File: src/rtl/exec_settings.svh
/*
 * exec slice settings
 * data width, register count and execute unit queue depths
 */
`ifndef EXEC_SETTINGS_SVH
`define EXEC_SETTINGS_SVH

// --------------------------------------------------------------------------
// datapath
// --------------------------------------------------------------------------

// data and pc width
`define EXEC_XLEN 32
// architectural registers, x0 reads as zero
`define EXEC_NREGS 32

// --------------------------------------------------------------------------
// execute unit queues
// --------------------------------------------------------------------------

// queue depth doubles as the unit's initial credit count
`define EXEC_ALU_DEPTH 2
`define EXEC_BR_DEPTH 1

`endif

File: src/rtl/exec_pkg.sv
/*
 * exec slice package
 * micro-ops, decode states and the issue and result message types
 */
`include "exec_settings.svh"

package exec_pkg;

  typedef logic [`EXEC_XLEN-1:0] word_t;
  typedef logic [$clog2(`EXEC_NREGS)-1:0] reg_addr_t;

  // micro-ops, alu group first then branch unit group
  typedef enum logic [3:0] {
    uop_add,
    uop_sub,
    uop_and,
    uop_or,
    uop_xor,
    uop_sll,
    uop_srl,
    uop_addi,
    uop_beq,
    uop_bne,
    uop_blt,
    uop_jal
  } uop_e;

  // decode issue control
  typedef enum logic [1:0] {
    dec_run,
    dec_wait_branch,
    dec_skip_wrong_path
  } dec_state_e;

  // decode to unit message
  typedef struct packed {
    word_t     pc;
    word_t     op1;
    word_t     op2;
    word_t     imm;
    reg_addr_t waddr;
    uop_e      uop;
  } issue_msg_t;

  // unit to merge message
  typedef struct packed {
    logic      wen;
    reg_addr_t waddr;
    word_t     data;
    logic      taken;
    word_t     target;
  } unit_result_t;

  // steering, true for ops handled by the branch unit
  function automatic logic is_branch_uop(uop_e uop);
    return uop inside {uop_beq, uop_bne, uop_blt, uop_jal};
  endfunction

endpackage

File: src/rtl/exec_if.sv
/*
 * exec slice interfaces
 * credit-based issue, unit result and merged writeback buses
 */

// decode to execute unit, credit flows back
interface issue_if;
  logic                  val;
  exec_pkg::issue_msg_t  msg;
  // one pulse per entry leaving the unit queue
  logic                  credit;

  modport src (output val, msg, input credit);
  modport dst (input val, msg, output credit);
endinterface

// execute unit to merge, always accepted
interface result_if;
  logic                    val;
  exec_pkg::unit_result_t  res;

  modport src (output val, res);
  modport dst (input val, res);
endinterface

// merge back to decode
interface wb_if;
  logic                 wb_val;
  exec_pkg::reg_addr_t  wb_addr;
  exec_pkg::word_t      wb_data;
  // branch resolution, with or without a write
  logic                 br_done;
  logic                 br_taken;
  exec_pkg::word_t      br_target;

  modport src (
    output wb_val, wb_addr, wb_data, br_done, br_taken, br_target
  );
  modport dst (
    input wb_val, wb_addr, wb_data, br_done, br_taken, br_target
  );
endinterface

File: src/rtl/decode_issue.sv
/*
 * decode and issue
 * register file, busy scoreboard, per-unit credits, wrong-path filter
 * and steering of packed issue messages to the alu or branch unit
 */
`include "exec_settings.svh"

module decode_issue (
  input  logic                 clk,
  input  logic                 reset,
  input  logic                 in_val,
  output logic                 in_rdy,
  input  exec_pkg::word_t      in_pc,
  input  exec_pkg::uop_e       in_uop,
  input  exec_pkg::reg_addr_t  in_rs1,
  input  exec_pkg::reg_addr_t  in_rs2,
  input  exec_pkg::reg_addr_t  in_rd,
  input  exec_pkg::word_t      in_imm,
  issue_if.src                 alu_iss,
  issue_if.src                 br_iss,
  wb_if.dst                    wb
);

  localparam int alu_cw = $clog2(`EXEC_ALU_DEPTH + 1);
  localparam int br_cw  = $clog2(`EXEC_BR_DEPTH + 1);

  exec_pkg::word_t       regs [`EXEC_NREGS];
  logic [`EXEC_NREGS-1:0] busy;
  logic [alu_cw-1:0]     alu_credits;
  logic [br_cw-1:0]      br_credits;
  exec_pkg::dec_state_e  state;
  exec_pkg::word_t       skip_target;
  exec_pkg::issue_msg_t  msg_q;
  logic                  alu_val_q;
  logic                  br_val_q;

  logic to_br, wrong_path, has_credit, iss_free, hazard;
  logic writes_rd, issue_ok, alu_send, br_send;

  // --------------------------------------------------------------------------
  // acceptance
  // --------------------------------------------------------------------------

  assign to_br      = exec_pkg::is_branch_uop(in_uop);
  // conditional branches never write
  assign writes_rd  = !to_br || (in_uop == exec_pkg::uop_jal);
  // off-target pcs are swallowed while skipping
  assign wrong_path = (state == exec_pkg::dec_skip_wrong_path) && (in_pc != skip_target);
  assign has_credit = to_br ? (br_credits != '0) : (alu_credits != '0);
  assign iss_free   = to_br ? !br_val_q : !alu_val_q;
  // busy[0] is never set so x0 needs no special case
  assign hazard     = busy[in_rs1] | busy[in_rs2] | busy[in_rd];

  assign in_rdy = (state != exec_pkg::dec_wait_branch) &&
                  (wrong_path || (has_credit && iss_free && !hazard));

  assign issue_ok = in_val && in_rdy && !wrong_path;
  assign alu_send = issue_ok && !to_br;
  assign br_send  = issue_ok && to_br;

  // --------------------------------------------------------------------------
  // register file and scoreboard
  // --------------------------------------------------------------------------

  always_ff @(posedge clk) begin
    if (wb.wb_val && wb.wb_addr != '0) begin
      regs[wb.wb_addr] <= wb.wb_data;
    end
  end

  always_ff @(posedge clk) begin
    if (reset) begin
      busy <= '0;
    end else begin
      // clear first, a stalled rd can't be set in the same cycle anyway
      if (wb.wb_val) busy[wb.wb_addr] <= 1'b0;
      if (issue_ok && writes_rd && in_rd != '0) busy[in_rd] <= 1'b1;
    end
  end

  // --------------------------------------------------------------------------
  // issue registers, one message shared by both units
  // --------------------------------------------------------------------------

  always_ff @(posedge clk) begin
    if (issue_ok) begin
      msg_q.pc    <= in_pc;
      msg_q.op1   <= (in_rs1 == '0) ? '0 : regs[in_rs1];
      // addi takes the immediate as second operand
      msg_q.op2   <= (in_uop == exec_pkg::uop_addi) ? in_imm :
                     (in_rs2 == '0) ? '0 : regs[in_rs2];
      msg_q.imm   <= in_imm;
      msg_q.waddr <= writes_rd ? in_rd : '0;
      msg_q.uop   <= in_uop;
    end
  end

  always_ff @(posedge clk) begin
    if (reset) begin
      alu_val_q   <= 1'b0;
      br_val_q    <= 1'b0;
      alu_credits <= alu_cw'(`EXEC_ALU_DEPTH);
      br_credits  <= br_cw'(`EXEC_BR_DEPTH);
    end else begin
      alu_val_q   <= alu_send;
      br_val_q    <= br_send;
      // send and return in one cycle cancel out
      alu_credits <= alu_credits + alu_cw'(alu_iss.credit) - alu_cw'(alu_send);
      br_credits  <= br_credits + br_cw'(br_iss.credit) - br_cw'(br_send);
    end
  end

  assign alu_iss.val = alu_val_q;
  assign alu_iss.msg = msg_q;
  assign br_iss.val  = br_val_q;
  assign br_iss.msg  = msg_q;

  // --------------------------------------------------------------------------
  // branch control FSM
  // --------------------------------------------------------------------------

  always_ff @(posedge clk) begin
    if (reset) begin
      state <= exec_pkg::dec_run;
    end else begin
      case (state)
        exec_pkg::dec_wait_branch:
          if (wb.br_done) begin
            state <= wb.br_taken ? exec_pkg::dec_skip_wrong_path : exec_pkg::dec_run;
          end
        default:
          // run, or skip once the target pc shows up
          if (issue_ok) begin
            state <= to_br ? exec_pkg::dec_wait_branch : exec_pkg::dec_run;
          end
      endcase
    end
  end

  always_ff @(posedge clk) begin
    if (wb.br_done && wb.br_taken) skip_target <= wb.br_target;
  end

endmodule

File: src/rtl/alu_unit.sv
/*
 * integer alu unit
 * ring-buffer input queue returning one credit per pop, then a
 * single-cycle execute stage into a registered result
 */
`include "exec_settings.svh"

module alu_unit (
  input  logic     clk,
  input  logic     reset,
  issue_if.dst     iss,
  result_if.src    res
);

  localparam int depth = `EXEC_ALU_DEPTH;
  localparam int ptr_w = (depth > 1) ? $clog2(depth) : 1;
  localparam int cnt_w = $clog2(depth + 1);

  exec_pkg::issue_msg_t   q [depth];
  logic [ptr_w-1:0]       wr_ptr;
  logic [ptr_w-1:0]       rd_ptr;
  logic [cnt_w-1:0]       cnt;
  logic                   pop;
  exec_pkg::issue_msg_t   head;
  exec_pkg::word_t        result;
  logic                   res_val_q;
  exec_pkg::unit_result_t res_q;

  // --------------------------------------------------------------------------
  // input queue
  // --------------------------------------------------------------------------

  // drains every cycle, no back-pressure downstream
  assign pop        = (cnt != '0);
  assign head       = q[rd_ptr];
  assign iss.credit = pop;

  always_ff @(posedge clk) begin
    if (iss.val) q[wr_ptr] <= iss.msg;
  end

  always_ff @(posedge clk) begin
    if (reset) begin
      wr_ptr <= '0;
      rd_ptr <= '0;
      cnt    <= '0;
    end else begin
      if (iss.val) wr_ptr <= (wr_ptr == ptr_w'(depth - 1)) ? '0 : wr_ptr + 1'b1;
      if (pop) rd_ptr <= (rd_ptr == ptr_w'(depth - 1)) ? '0 : rd_ptr + 1'b1;
      cnt <= cnt + cnt_w'(iss.val) - cnt_w'(pop);
    end
  end

  // --------------------------------------------------------------------------
  // execute
  // --------------------------------------------------------------------------

  always_comb begin
    case (head.uop)
      exec_pkg::uop_add,
      exec_pkg::uop_addi: result = head.op1 + head.op2;
      exec_pkg::uop_sub:  result = head.op1 - head.op2;
      exec_pkg::uop_and:  result = head.op1 & head.op2;
      exec_pkg::uop_or:   result = head.op1 | head.op2;
      exec_pkg::uop_xor:  result = head.op1 ^ head.op2;
      // shift amount from op2[4:0]
      exec_pkg::uop_sll:  result = head.op1 << head.op2[4:0];
      exec_pkg::uop_srl:  result = head.op1 >> head.op2[4:0];
      default:            result = '0;
    endcase
  end

  always_ff @(posedge clk) begin
    if (reset) res_val_q <= 1'b0;
    else       res_val_q <= pop;
  end

  always_ff @(posedge clk) begin
    res_q.wen    <= (head.waddr != '0);
    res_q.waddr  <= head.waddr;
    res_q.data   <= result;
    res_q.taken  <= 1'b0;
    res_q.target <= '0;
  end

  assign res.val = res_val_q;
  assign res.res = res_q;

endmodule

File: src/rtl/branch_unit.sv
/*
 * branch and jump unit
 * shifting input queue with credit return, compare, target and link
 */
`include "exec_settings.svh"

module branch_unit (
  input  logic     clk,
  input  logic     reset,
  issue_if.dst     iss,
  result_if.src    res
);

  localparam int depth = `EXEC_BR_DEPTH;
  localparam int cnt_w = $clog2(depth + 1);

  exec_pkg::issue_msg_t   q [depth];
  logic [cnt_w-1:0]       cnt;
  logic                   pop;
  exec_pkg::issue_msg_t   head;
  logic                   taken;
  logic                   res_val_q;
  exec_pkg::unit_result_t res_q;

  // --------------------------------------------------------------------------
  // input queue, head always at slot 0
  // --------------------------------------------------------------------------

  assign pop        = (cnt != '0);
  assign head       = q[0];
  assign iss.credit = pop;

  always_ff @(posedge clk) begin
    for (int i = 0; i < depth - 1; i++) begin
      if (pop) q[i] <= q[i+1];
    end
    // lands behind whatever survives the pop
    if (iss.val) q[cnt - cnt_w'(pop)] <= iss.msg;
  end

  always_ff @(posedge clk) begin
    if (reset) cnt <= '0;
    else       cnt <= cnt + cnt_w'(iss.val) - cnt_w'(pop);
  end

  // --------------------------------------------------------------------------
  // resolve
  // --------------------------------------------------------------------------

  always_comb begin
    case (head.uop)
      exec_pkg::uop_beq: taken = (head.op1 == head.op2);
      exec_pkg::uop_bne: taken = (head.op1 != head.op2);
      exec_pkg::uop_blt: taken = ($signed(head.op1) < $signed(head.op2));
      exec_pkg::uop_jal: taken = 1'b1;
      default:           taken = 1'b0;
    endcase
  end

  always_ff @(posedge clk) begin
    if (reset) res_val_q <= 1'b0;
    else       res_val_q <= pop;
  end

  always_ff @(posedge clk) begin
    // only jal links, decode zeroes waddr for the rest
    res_q.wen    <= (head.uop == exec_pkg::uop_jal) && (head.waddr != '0);
    res_q.waddr  <= head.waddr;
    res_q.data   <= head.pc + 32'd4;
    res_q.taken  <= taken;
    res_q.target <= head.pc + head.imm;
  end

  assign res.val = res_val_q;
  assign res.res = res_q;

endmodule

File: src/rtl/result_merge.sv
/*
 * result merge
 * one registered writeback per cycle, alu first, a colliding branch
 * result waits in a one-entry hold register; raises the redirect
 */

module result_merge (
  input  logic                 clk,
  input  logic                 reset,
  result_if.dst                alu_res,
  result_if.dst                br_res,
  wb_if.src                    wb,
  output logic                 wb_val,
  output exec_pkg::reg_addr_t  wb_addr,
  output exec_pkg::word_t      wb_data,
  output logic                 redirect_val,
  output exec_pkg::word_t      redirect_target
);

  logic                    hold_val;
  exec_pkg::unit_result_t  hold_res;
  logic                    br_pend;
  exec_pkg::unit_result_t  br_cur;
  logic                    take_br;
  logic                    wb_val_q;
  exec_pkg::reg_addr_t     wb_addr_q;
  exec_pkg::word_t         wb_data_q;
  logic                    br_done_q;
  logic                    br_taken_q;
  exec_pkg::word_t         br_target_q;

  // held branch result goes ahead of a fresh one
  // only one branch in flight, so both never coexist
  assign br_pend = hold_val | br_res.val;
  assign br_cur  = hold_val ? hold_res : br_res.res;
  assign take_br = br_pend && !alu_res.val;

  // --------------------------------------------------------------------------
  // hold register
  // --------------------------------------------------------------------------

  always_ff @(posedge clk) begin
    if (reset) hold_val <= 1'b0;
    else       hold_val <= br_pend && alu_res.val;
  end

  always_ff @(posedge clk) begin
    if (br_pend && alu_res.val) hold_res <= br_cur;
  end

  // --------------------------------------------------------------------------
  // writeback and branch resolution
  // --------------------------------------------------------------------------

  always_ff @(posedge clk) begin
    if (reset) begin
      wb_val_q   <= 1'b0;
      br_done_q  <= 1'b0;
      br_taken_q <= 1'b0;
    end else begin
      wb_val_q   <= alu_res.val ? alu_res.res.wen : (take_br && br_cur.wen);
      br_done_q  <= take_br;
      br_taken_q <= take_br && br_cur.taken;
    end
  end

  always_ff @(posedge clk) begin
    wb_addr_q   <= alu_res.val ? alu_res.res.waddr : br_cur.waddr;
    wb_data_q   <= alu_res.val ? alu_res.res.data : br_cur.data;
    br_target_q <= br_cur.target;
  end

  assign wb.wb_val    = wb_val_q;
  assign wb.wb_addr   = wb_addr_q;
  assign wb.wb_data   = wb_data_q;
  assign wb.br_done   = br_done_q;
  assign wb.br_taken  = br_taken_q;
  assign wb.br_target = br_target_q;

  assign wb_val          = wb_val_q;
  assign wb_addr         = wb_addr_q;
  assign wb_data         = wb_data_q;
  // redirect pulses with the branch's own writeback
  assign redirect_val    = br_taken_q;
  assign redirect_target = br_target_q;

endmodule

File: src/rtl/exec_core.sv
/*
 * decode-to-execute slice top
 * decode/issue feeding the alu and branch units, merged writeback
 */

module exec_core (
  input  logic                 clk,
  input  logic                 reset,
  // instruction input, valid/ready
  input  logic                 in_val,
  output logic                 in_rdy,
  input  exec_pkg::word_t      in_pc,
  input  exec_pkg::uop_e       in_uop,
  input  exec_pkg::reg_addr_t  in_rs1,
  input  exec_pkg::reg_addr_t  in_rs2,
  input  exec_pkg::reg_addr_t  in_rd,
  input  exec_pkg::word_t      in_imm,
  // writeback and redirect pulses
  output logic                 wb_val,
  output exec_pkg::reg_addr_t  wb_addr,
  output exec_pkg::word_t      wb_data,
  output logic                 redirect_val,
  output exec_pkg::word_t      redirect_target
);

  issue_if  alu_iss ();
  issue_if  br_iss ();
  result_if alu_res ();
  result_if br_res ();
  wb_if     wb_bus ();

  decode_issue u_decode_issue (
    .clk     (clk),
    .reset   (reset),
    .in_val  (in_val),
    .in_rdy  (in_rdy),
    .in_pc   (in_pc),
    .in_uop  (in_uop),
    .in_rs1  (in_rs1),
    .in_rs2  (in_rs2),
    .in_rd   (in_rd),
    .in_imm  (in_imm),
    .alu_iss (alu_iss.src),
    .br_iss  (br_iss.src),
    .wb      (wb_bus.dst)
  );

  alu_unit u_alu_unit (
    .clk   (clk),
    .reset (reset),
    .iss   (alu_iss.dst),
    .res   (alu_res.src)
  );

  branch_unit u_branch_unit (
    .clk   (clk),
    .reset (reset),
    .iss   (br_iss.dst),
    .res   (br_res.src)
  );

  result_merge u_result_merge (
    .clk             (clk),
    .reset           (reset),
    .alu_res         (alu_res.dst),
    .br_res          (br_res.dst),
    .wb              (wb_bus.src),
    .wb_val          (wb_val),
    .wb_addr         (wb_addr),
    .wb_data         (wb_data),
    .redirect_val    (redirect_val),
    .redirect_target (redirect_target)
  );

endmodule

File: config.mk
export PLATFORM = sky130hd
export DESIGN_NAME = exec_core
export DESIGN_NICKNAME = d
export VERILOG_FILES = /design/src/rtl/exec_pkg.sv /design/src/rtl/exec_if.sv /design/src/rtl/decode_issue.sv /design/src/rtl/alu_unit.sv /design/src/rtl/branch_unit.sv /design/src/rtl/result_merge.sv /design/src/rtl/exec_core.sv
export VERILOG_INCLUDE_DIRS = /design/src /design/src/rtl
export SDC_FILE = /design/constraint.sdc
export NUM_CORES = 2
export LEC_CHECK = 0
export CAP_MARGIN = 15
export CORE_MARGIN = 1.5
export CORE_UTILIZATION = 40
export DETAILED_ROUTE_END_ITERATION = 16
export DONT_BUFFER_PORTS = 1
export MAX_ROUTING_LAYER = met4
export PLACE_DENSITY = 0.54
export RECOVER_POWER = 50
export SYNTH_ARGS = -nofsm -noshare
export SYNTH_HDL_FRONTEND = slang
export SYNTH_SLANG_ARGS = --single-unit
File: constraint.sdc
create_clock -name clk -period 13.3 [get_ports clk]
set_input_delay 0.665 -clock clk [delete_from_list [all_inputs] [get_ports clk]]
set_output_delay 0.665 -clock clk [all_outputs]
set_load 0.02 [all_outputs]
After elaboration in Yosys (flattened, before gate mapping)
Memory sizes are Yosys's and may differ from the RTL's. A register that Yosys moved wholly into a read port is not among the register bits.
Index checks and enable logic that the tools add are counted.
- div/mod/pow operators: 0
- $lt $le $gt $ge: 7
- shift operators: 2
- mux-type cells: 38
- bitwise gates (word level): 9
- multipliers: 0
- reductions and logical operators: 40
- add/subtract/negate cells: 14
- eq/ne operators: 23
- operators by type and width (cell ; number):
    case mux 32 bit (7 select lines) ; 1
    2-to-1 mux 32 bit ; 6
    2-to-1 mux 71 bit ; 1
    adder 32 bit ; 2
    bitwise AND 32 bit ; 2
    inequality test 32 bit ; 2
    bitwise OR 32 bit ; 2
    adder 32 x 3 -> 32 bit (second input constant) ; 1
    == test 32 bit ; 1
    == test 4 bit (second input constant) ; 8
    < comparator 32 bit ; 1
    NOT 32 bit ; 1
    << shifter 32 x 5 -> 32 bit ; 1
    >> shifter 32 x 5 -> 32 bit ; 1
    subtractor 32 bit ; 1
    XOR 32 bit ; 1
    < comparator 5 x 6 -> 1 bit (second input constant) ; 4
    == test 4 x 3 -> 1 bit (second input constant) ; 5
    nonzero test 5 bit ; 4
    logical AND 1 bit ; 19
    2-to-1 mux 1 bit ; 19
    binary-select mux 1 bit (select 5 bit) ; 3
    demux 1 bit (select 5 bit) ; 2
    >= comparator 5 x 1 -> 1 bit (second input constant) ; 2
    other kinds (22) ; 43
- memory bits (writable): 1435
- memory bits (read-only): 0
- memories kept: 3
- register bits after elaboration: 436
- latch bits: 0
- memory list (memory ; words ; width ; read ports ; clocked after memory_dff ; write ports ; line ; RTL):
    u_decode_issue.regs ; 32 ; 32 ; 2 ; 1 ; 1 ; decode_issue.sv:27 ; exec_pkg::word_t regs [`EXEC_NREGS];
    u_alu_unit.q ; 2 ; 137 ; 1 ; 1 ; 1 ; alu_unit.sv:19 ; exec_pkg::issue_msg_t q [depth];
    u_branch_unit.q ; 1 ; 137 ; 1 ; 0 ; 1 ; branch_unit.sv:17 ; exec_pkg::issue_msg_t q [depth];

Longest topological paths before layout
- depth in word-level cells: 13
- depth in mapped cells: 25

Cells and area by module
A second synthesis with hierarchy kept.
- cell total of the unflattened synthesis: 5699
- area total of the unflattened synthesis: 85157.9 um^2
- by module, submodules not included (module ; times used ; area an instance (um^2) ; cells an instance):
    decode_issue ; 1 ; 56882.1 ; 3309
    alu_unit ; 1 ; 14026.0 ; 1406
    branch_unit ; 1 ; 8617.0 ; 641
    result_merge ; 1 ; 5632.9 ; 343

Worst setup path after synthesis
Ideal clock, no wire load.
- path type: reg-to-reg
- from: register u_decode_issue.br_val_q (netlist: u_decode_issue.br_iss.val)
- to: register u_decode_issue.busy[19]
- path buffers: 1
- period minus slack after synthesis: 6.383 ns
- cell stages (with the launch flop): 10
- setup slack: 6.917 ns
- arrival: 6.191 ns
- path through: dfxtp_1 -> inv_1 -> a31oi_1 -> a21oi_1 -> nand4_1 -> or2_1 -> buf_6 -> clkinv_2 -> nand3_4 -> o32ai_1
- cells in the longest elaborated chain, start to end: 11
- RTL lines (what ; line ; RTL):
    start: declaration ; decode_issue.sv:35 ; logic br_val_q;
    start signal: assignment ; decode_issue.sv:106 ; br_val_q <= br_send;
    zero test 1 bit ; decode_issue.sv:50 ; assign iss_free = to_br ? !br_val_q : !alu_val_q;
    2-to-1 mux 1 bit ; decode_issue.sv:50 ;
    logical AND 1 bit (2 in a row) ; decode_issue.sv:55 ; (wrong_path || (has_credit && iss_free && !hazard));
    logical OR 1 bit ; decode_issue.sv:55 ;
    logical AND 1 bit ; decode_issue.sv:54 ; assign in_rdy = (state != exec_pkg::dec_wait_branch) &&
    logical AND 1 bit (2 in a row) ; decode_issue.sv:57 ; assign issue_ok = in_val && in_rdy && !wrong_path;
    named net u_decode_issue.issue_ok ; decode_issue.sv:38 ; logic writes_rd, issue_ok, alu_send, br_send;
    logical AND 1 bit (2 in a row) ; decode_issue.sv:77 ; if (issue_ok && writes_rd && in_rd != '0) busy[in_rd] <= 1'b1;
    2-to-1 mux 32 bit ; decode_issue.sv:77 ;
    end signal: assignment ; decode_issue.sv:73 ; busy <= '0;
    end signal: indexed assignment ; decode_issue.sv:76 ; if (wb.wb_val) busy[wb.wb_addr] <= 1'b0;
    end signal: indexed assignment ; decode_issue.sv:77 ;
    end: declaration ; decode_issue.sv:28 ; logic [`EXEC_NREGS-1:0] busy;
The timed path passes the listed nets, and every way through them passes these cells.
A chain may end at the register's enable or synchronous reset.

==> flow_metrics.tcl <==
set metrics [dict create \
    status "complete, but fails checks" \
    violations "max-capacitance violations, max-slew violations" \
    max_stage_delay_ns 2.31 \
    setup_tns_ns 0 \
    crit_arrival_ns 8.31 \
    start_kind "flip-flop" \
    critPathSlowestCell "dfxtp_1" \
    most-common-layout-cells "1,547 x edfxtp_1, 395 x mux2i_1, 383 x mux4_2" \
    grt_pass1_vias 49283 \
    min-delay-start "in_imm[14]" \
    regToRegEndpoint "u_alu_unit.res.res[61]" \
    grt_overflow_total 0 \
    setup_viol 0 \
    grt_max_degree 392 \
    final_common_cell "edfxtp_1" \
    async_flop_share_pct 0 \
    hold_viol_final 0 \
    ff2ff_path_depth 18 \
    area_delta_synth_final_pct 12.33 \
    yosys_most_used_dff "edfxtp_1" \
    finalCritPeriodShare_pct 57.47 \
    row_count 166 \
    drt_iter0_markers 5505 \
    initial_utilization_pct 40.18 \
    core_area_mm2 0.2044 \
    power_mw 12.73 \
    cp_num_buf_inv 1 \
    ys_warn_count 0 \
    slew_headroom_pct -199.1 \
    synthCells 5449 \
    max-vdd-ir-drop_mv 0.1403 \
    cp_max_fo 61 \
    max_freq_mhz 130.8 \
    hold_path_class "in2reg" \
    synth.ff_latch_count 1776 \
    powerDensity_mw_per_mm2 137.9 \
    cp-end-kind "flip-flop" \
    die_y_um 456.1 \
    ctsResizeCount 0 \
    leakagePower_nw 30.87 \
    ctsHtreeMaxLevel 4 \
    cts_root_buf "clkbuf_16" \
    layout.nets 5778 \
    whs_path_depth 2 \
    fill_cells 18087 \
    wl_mm 267.4 \
    slew_violations 1469 \
    die_w_um 456.1 \
    reg2reg_slack_ns 5.66 \
    clock_skew_ns 0.06380 \
    vias 50917 \
    drv.max_cap_violation_count 38 \
    grt_util_all_layers_pct 25.88 \
    period_needed_ns 7.644 \
    synth_cell_types 78 \
    cp.required_ns 13.97 \
    rsz0062_at_grt "no" \
    cts_tree "yes" \
    port_buffers 0 \
    die_area_mm2 0.2080 \
    wl_per_cell_um 31.83 \
    synthesis.area_mm2 0.08212 \
    grt_pass1_wl_mm 373.8 \
    postCtsSetupRepairBufs 0 \
    tightest_slew_ns 4.487 \
    cts_sinks 1776 \
    min_to "u_decode_issue.alu_iss.msg[55]" \
    avgSynthCellArea_um2 15.07 \
    drt_pass1_iterations 5 \
    pin_count 158 \
    synth_enable_flop_cells 1547 \
    worstSkewPairLatency_ns 0.84 \
    via_per_inst 6.062 \
    cts.path.max_buffers 3 \
    clkSlewWorstSetupHoldPaths_ns 0.06 \
    dpl.hpwl_mm 157.7 \
    gp_congestion 0.9647 \
    crit_type "reg2reg" \
    drive_gt1_share_pct 17.37 \
    crit_path_cell_trace "mux2i_4 -> buf_4 -> ha_1 -> o221ai_1 -> nor4_1 -> nor2b_1 -> nand2_1 -> o31ai_2 -> xnor2_1 -> ha_1 -> nand4_1 -> nor4_1 -> nand2_1 -> a31oi_1 -> o21a_1 -> nor2_1 -> mux2i_1 -> or3_1" \
    antenna_found_initial 28 \
    critical_path.top_delay_family "flip-flops" \
    cts-buffers-inserted 186 \
    drc 0 \
    ant_nets 0 \
    synth_seq_area_share_pct 62.15 \
]
-- metrics by stage --
stage | hold WS (ns) | util [%] | std cells | instance area (um2) | setup slack (ns)
2_1_floorplan | 0.3389 | - | 5480 | 82240 | 6.917
3_3_place_gp | 0.3506 | 41.80 | 7951 | 85440 | 7.310
3_5_place_dp | 0.3496 | 41.80 | 7951 | 85440 | 7.254
4_1_cts | 0.02196 | 45.13 | 8367 | 92240 | 7.211
5_1_grt | 0.04730 | 45.12 | 8387 | 92220 | 4.971
6_report | 0.09068 | 45.14 | 8400 | 92250 | 5.656
-- worst register-to-register path, stage by stage (launching register included) --
cell	delay (ns)
dfxtp_1	2.31
mux2i_4	0.52
buf_4	0.57
ha_1	0.34
o221ai_1	0.25
nor4_1	0.50
nor2b_1	0.34
nand2_1	0.16
o31ai_2	0.32
xnor2_1	0.12
ha_1	0.42
nand4_1	0.19
nor4_1	0.30
nand2_1	0.13
a31oi_1	0.28
o21a_1	0.15
nor2_1	0.10
mux2i_1	0.13
or3_1	0.37
-- metal layers --
layer,global-route usage [%],vias up,part of all wire [%]
met2,41.11,2129,48
met4,8.490,0,3.6
met3,4.094,445,6.9
met5,-,-,0
li1,-,21871,-
met1,34.06,26472,42
-- power by group --
group | switching, mW | internal, mW | total (mW)
sequential | 0.109 | 6.23 | 6.34
combinational | 0.725 | 0.444 | 1.17
clock | 2.25 | 2.97 | 5.22
-- cell usage after synthesis (all sizes together) (34+ instances only) --
| cell | number | area, um2 |
|---|---|---|
| a211oi | 37 | 277.8 |
| a21o | 34 | 255.2 |
| a21oi | 337 | 1687 |
| a221oi | 37 | 324.1 |
| buf | 150 | 714.4 |
| clkbuf | 180 | 675.7 |
| dfxtp | 229 | 4584 |
| edfxtp | 1547 | 46450 |
| ha | 164 | 2052 |
| inv | 153 | 574.3 |
| mux2 | 237 | 2669 |
| mux2i | 399 | 3998 |
| mux4 | 383 | 8626 |
| nand2 | 200 | 755.7 |
| nand3 | 42 | 222.7 |
| nor2 | 287 | 1087 |
| nor3 | 98 | 495.5 |
| o21ai | 209 | 1046 |
| o221ai | 105 | 919.6 |
| o22ai | 111 | 694.4 |
| o32ai | 35 | 306.5 |
| xnor2 | 111 | 972.2 |
| xor2 | 35 | 306.5 |
-- what timing repair did --
item,in CTS,in global routing
hold buffers,72,0
endpoints found under the setup margin,0,0
hold endpoints to repair,128,0
-- cell families (layout without fill, tap and decap cells) --
family | Yosys count | count (layout) | synth area share, %
flops | 1776 | 1776 | 62.15
compound gates | 1069 | 1069 | 8.294
mux | 1019 | 1019 | 18.62
simple gates | 788 | 788 | 4.429
buf+inv | 484 | 686 | 2.398
fa+ha+maj | 166 | 166 | 2.547
xor+xnor | 146 | 146 | 1.557
other cells | 1 | 62 | 0.004566
-- sequential cells by signal (all words and copies together) (netlist names), 38 cells and up, named ones only --
name and cells:
u_decode_issue.regs 1024, u_alu_unit.q 146, u_branch_unit.q 137, u_decode_issue.alu_iss.msg 137
u_branch_unit.res.res 71, u_result_merge.hold_res 71, u_alu_unit.res.res 38
-- worst max path at each step --
stage	slack, ns	start	to	cells past startpoint
2_1_floorplan	6.92	u_decode_issue.br_iss.val	u_decode_issue.busy[19]	9
3_5_place_dp	7.25	flip-flop	u_alu_unit.res.res[61]	18
6_report	5.66	flip-flop	u_alu_unit.res.res[61]	18
5_1_grt	4.97	flip-flop	u_alu_unit.res.res[61]	18
4_1_cts	7.21	flip-flop	u_alu_unit.res.res[61]	18
3_3_place_gp	7.31	flip-flop	u_alu_unit.res.res[61]	18
-- layout make-up --
| type | count | area (um2) | share of cell area [%] |
|---|---|---|---|
| inverter | 154 | 583.1 | 0.6320 |
| multi-input combinational | 3220 | 29580 | 32.07 |
| clock inverter | 96 | 935.9 | 1.015 |
| tap | 2688 | 3363 | 3.646 |
| antenna | 30 | 75.07 | 0.08138 |
| sequential | 1776 | 51040 | 55.33 |
| clock buffer | 248 | 5134 | 5.565 |
| timing repair buffer | 188 | 1534 | 1.663 |
Note: power is estimated with default switching activity, not from simulation.
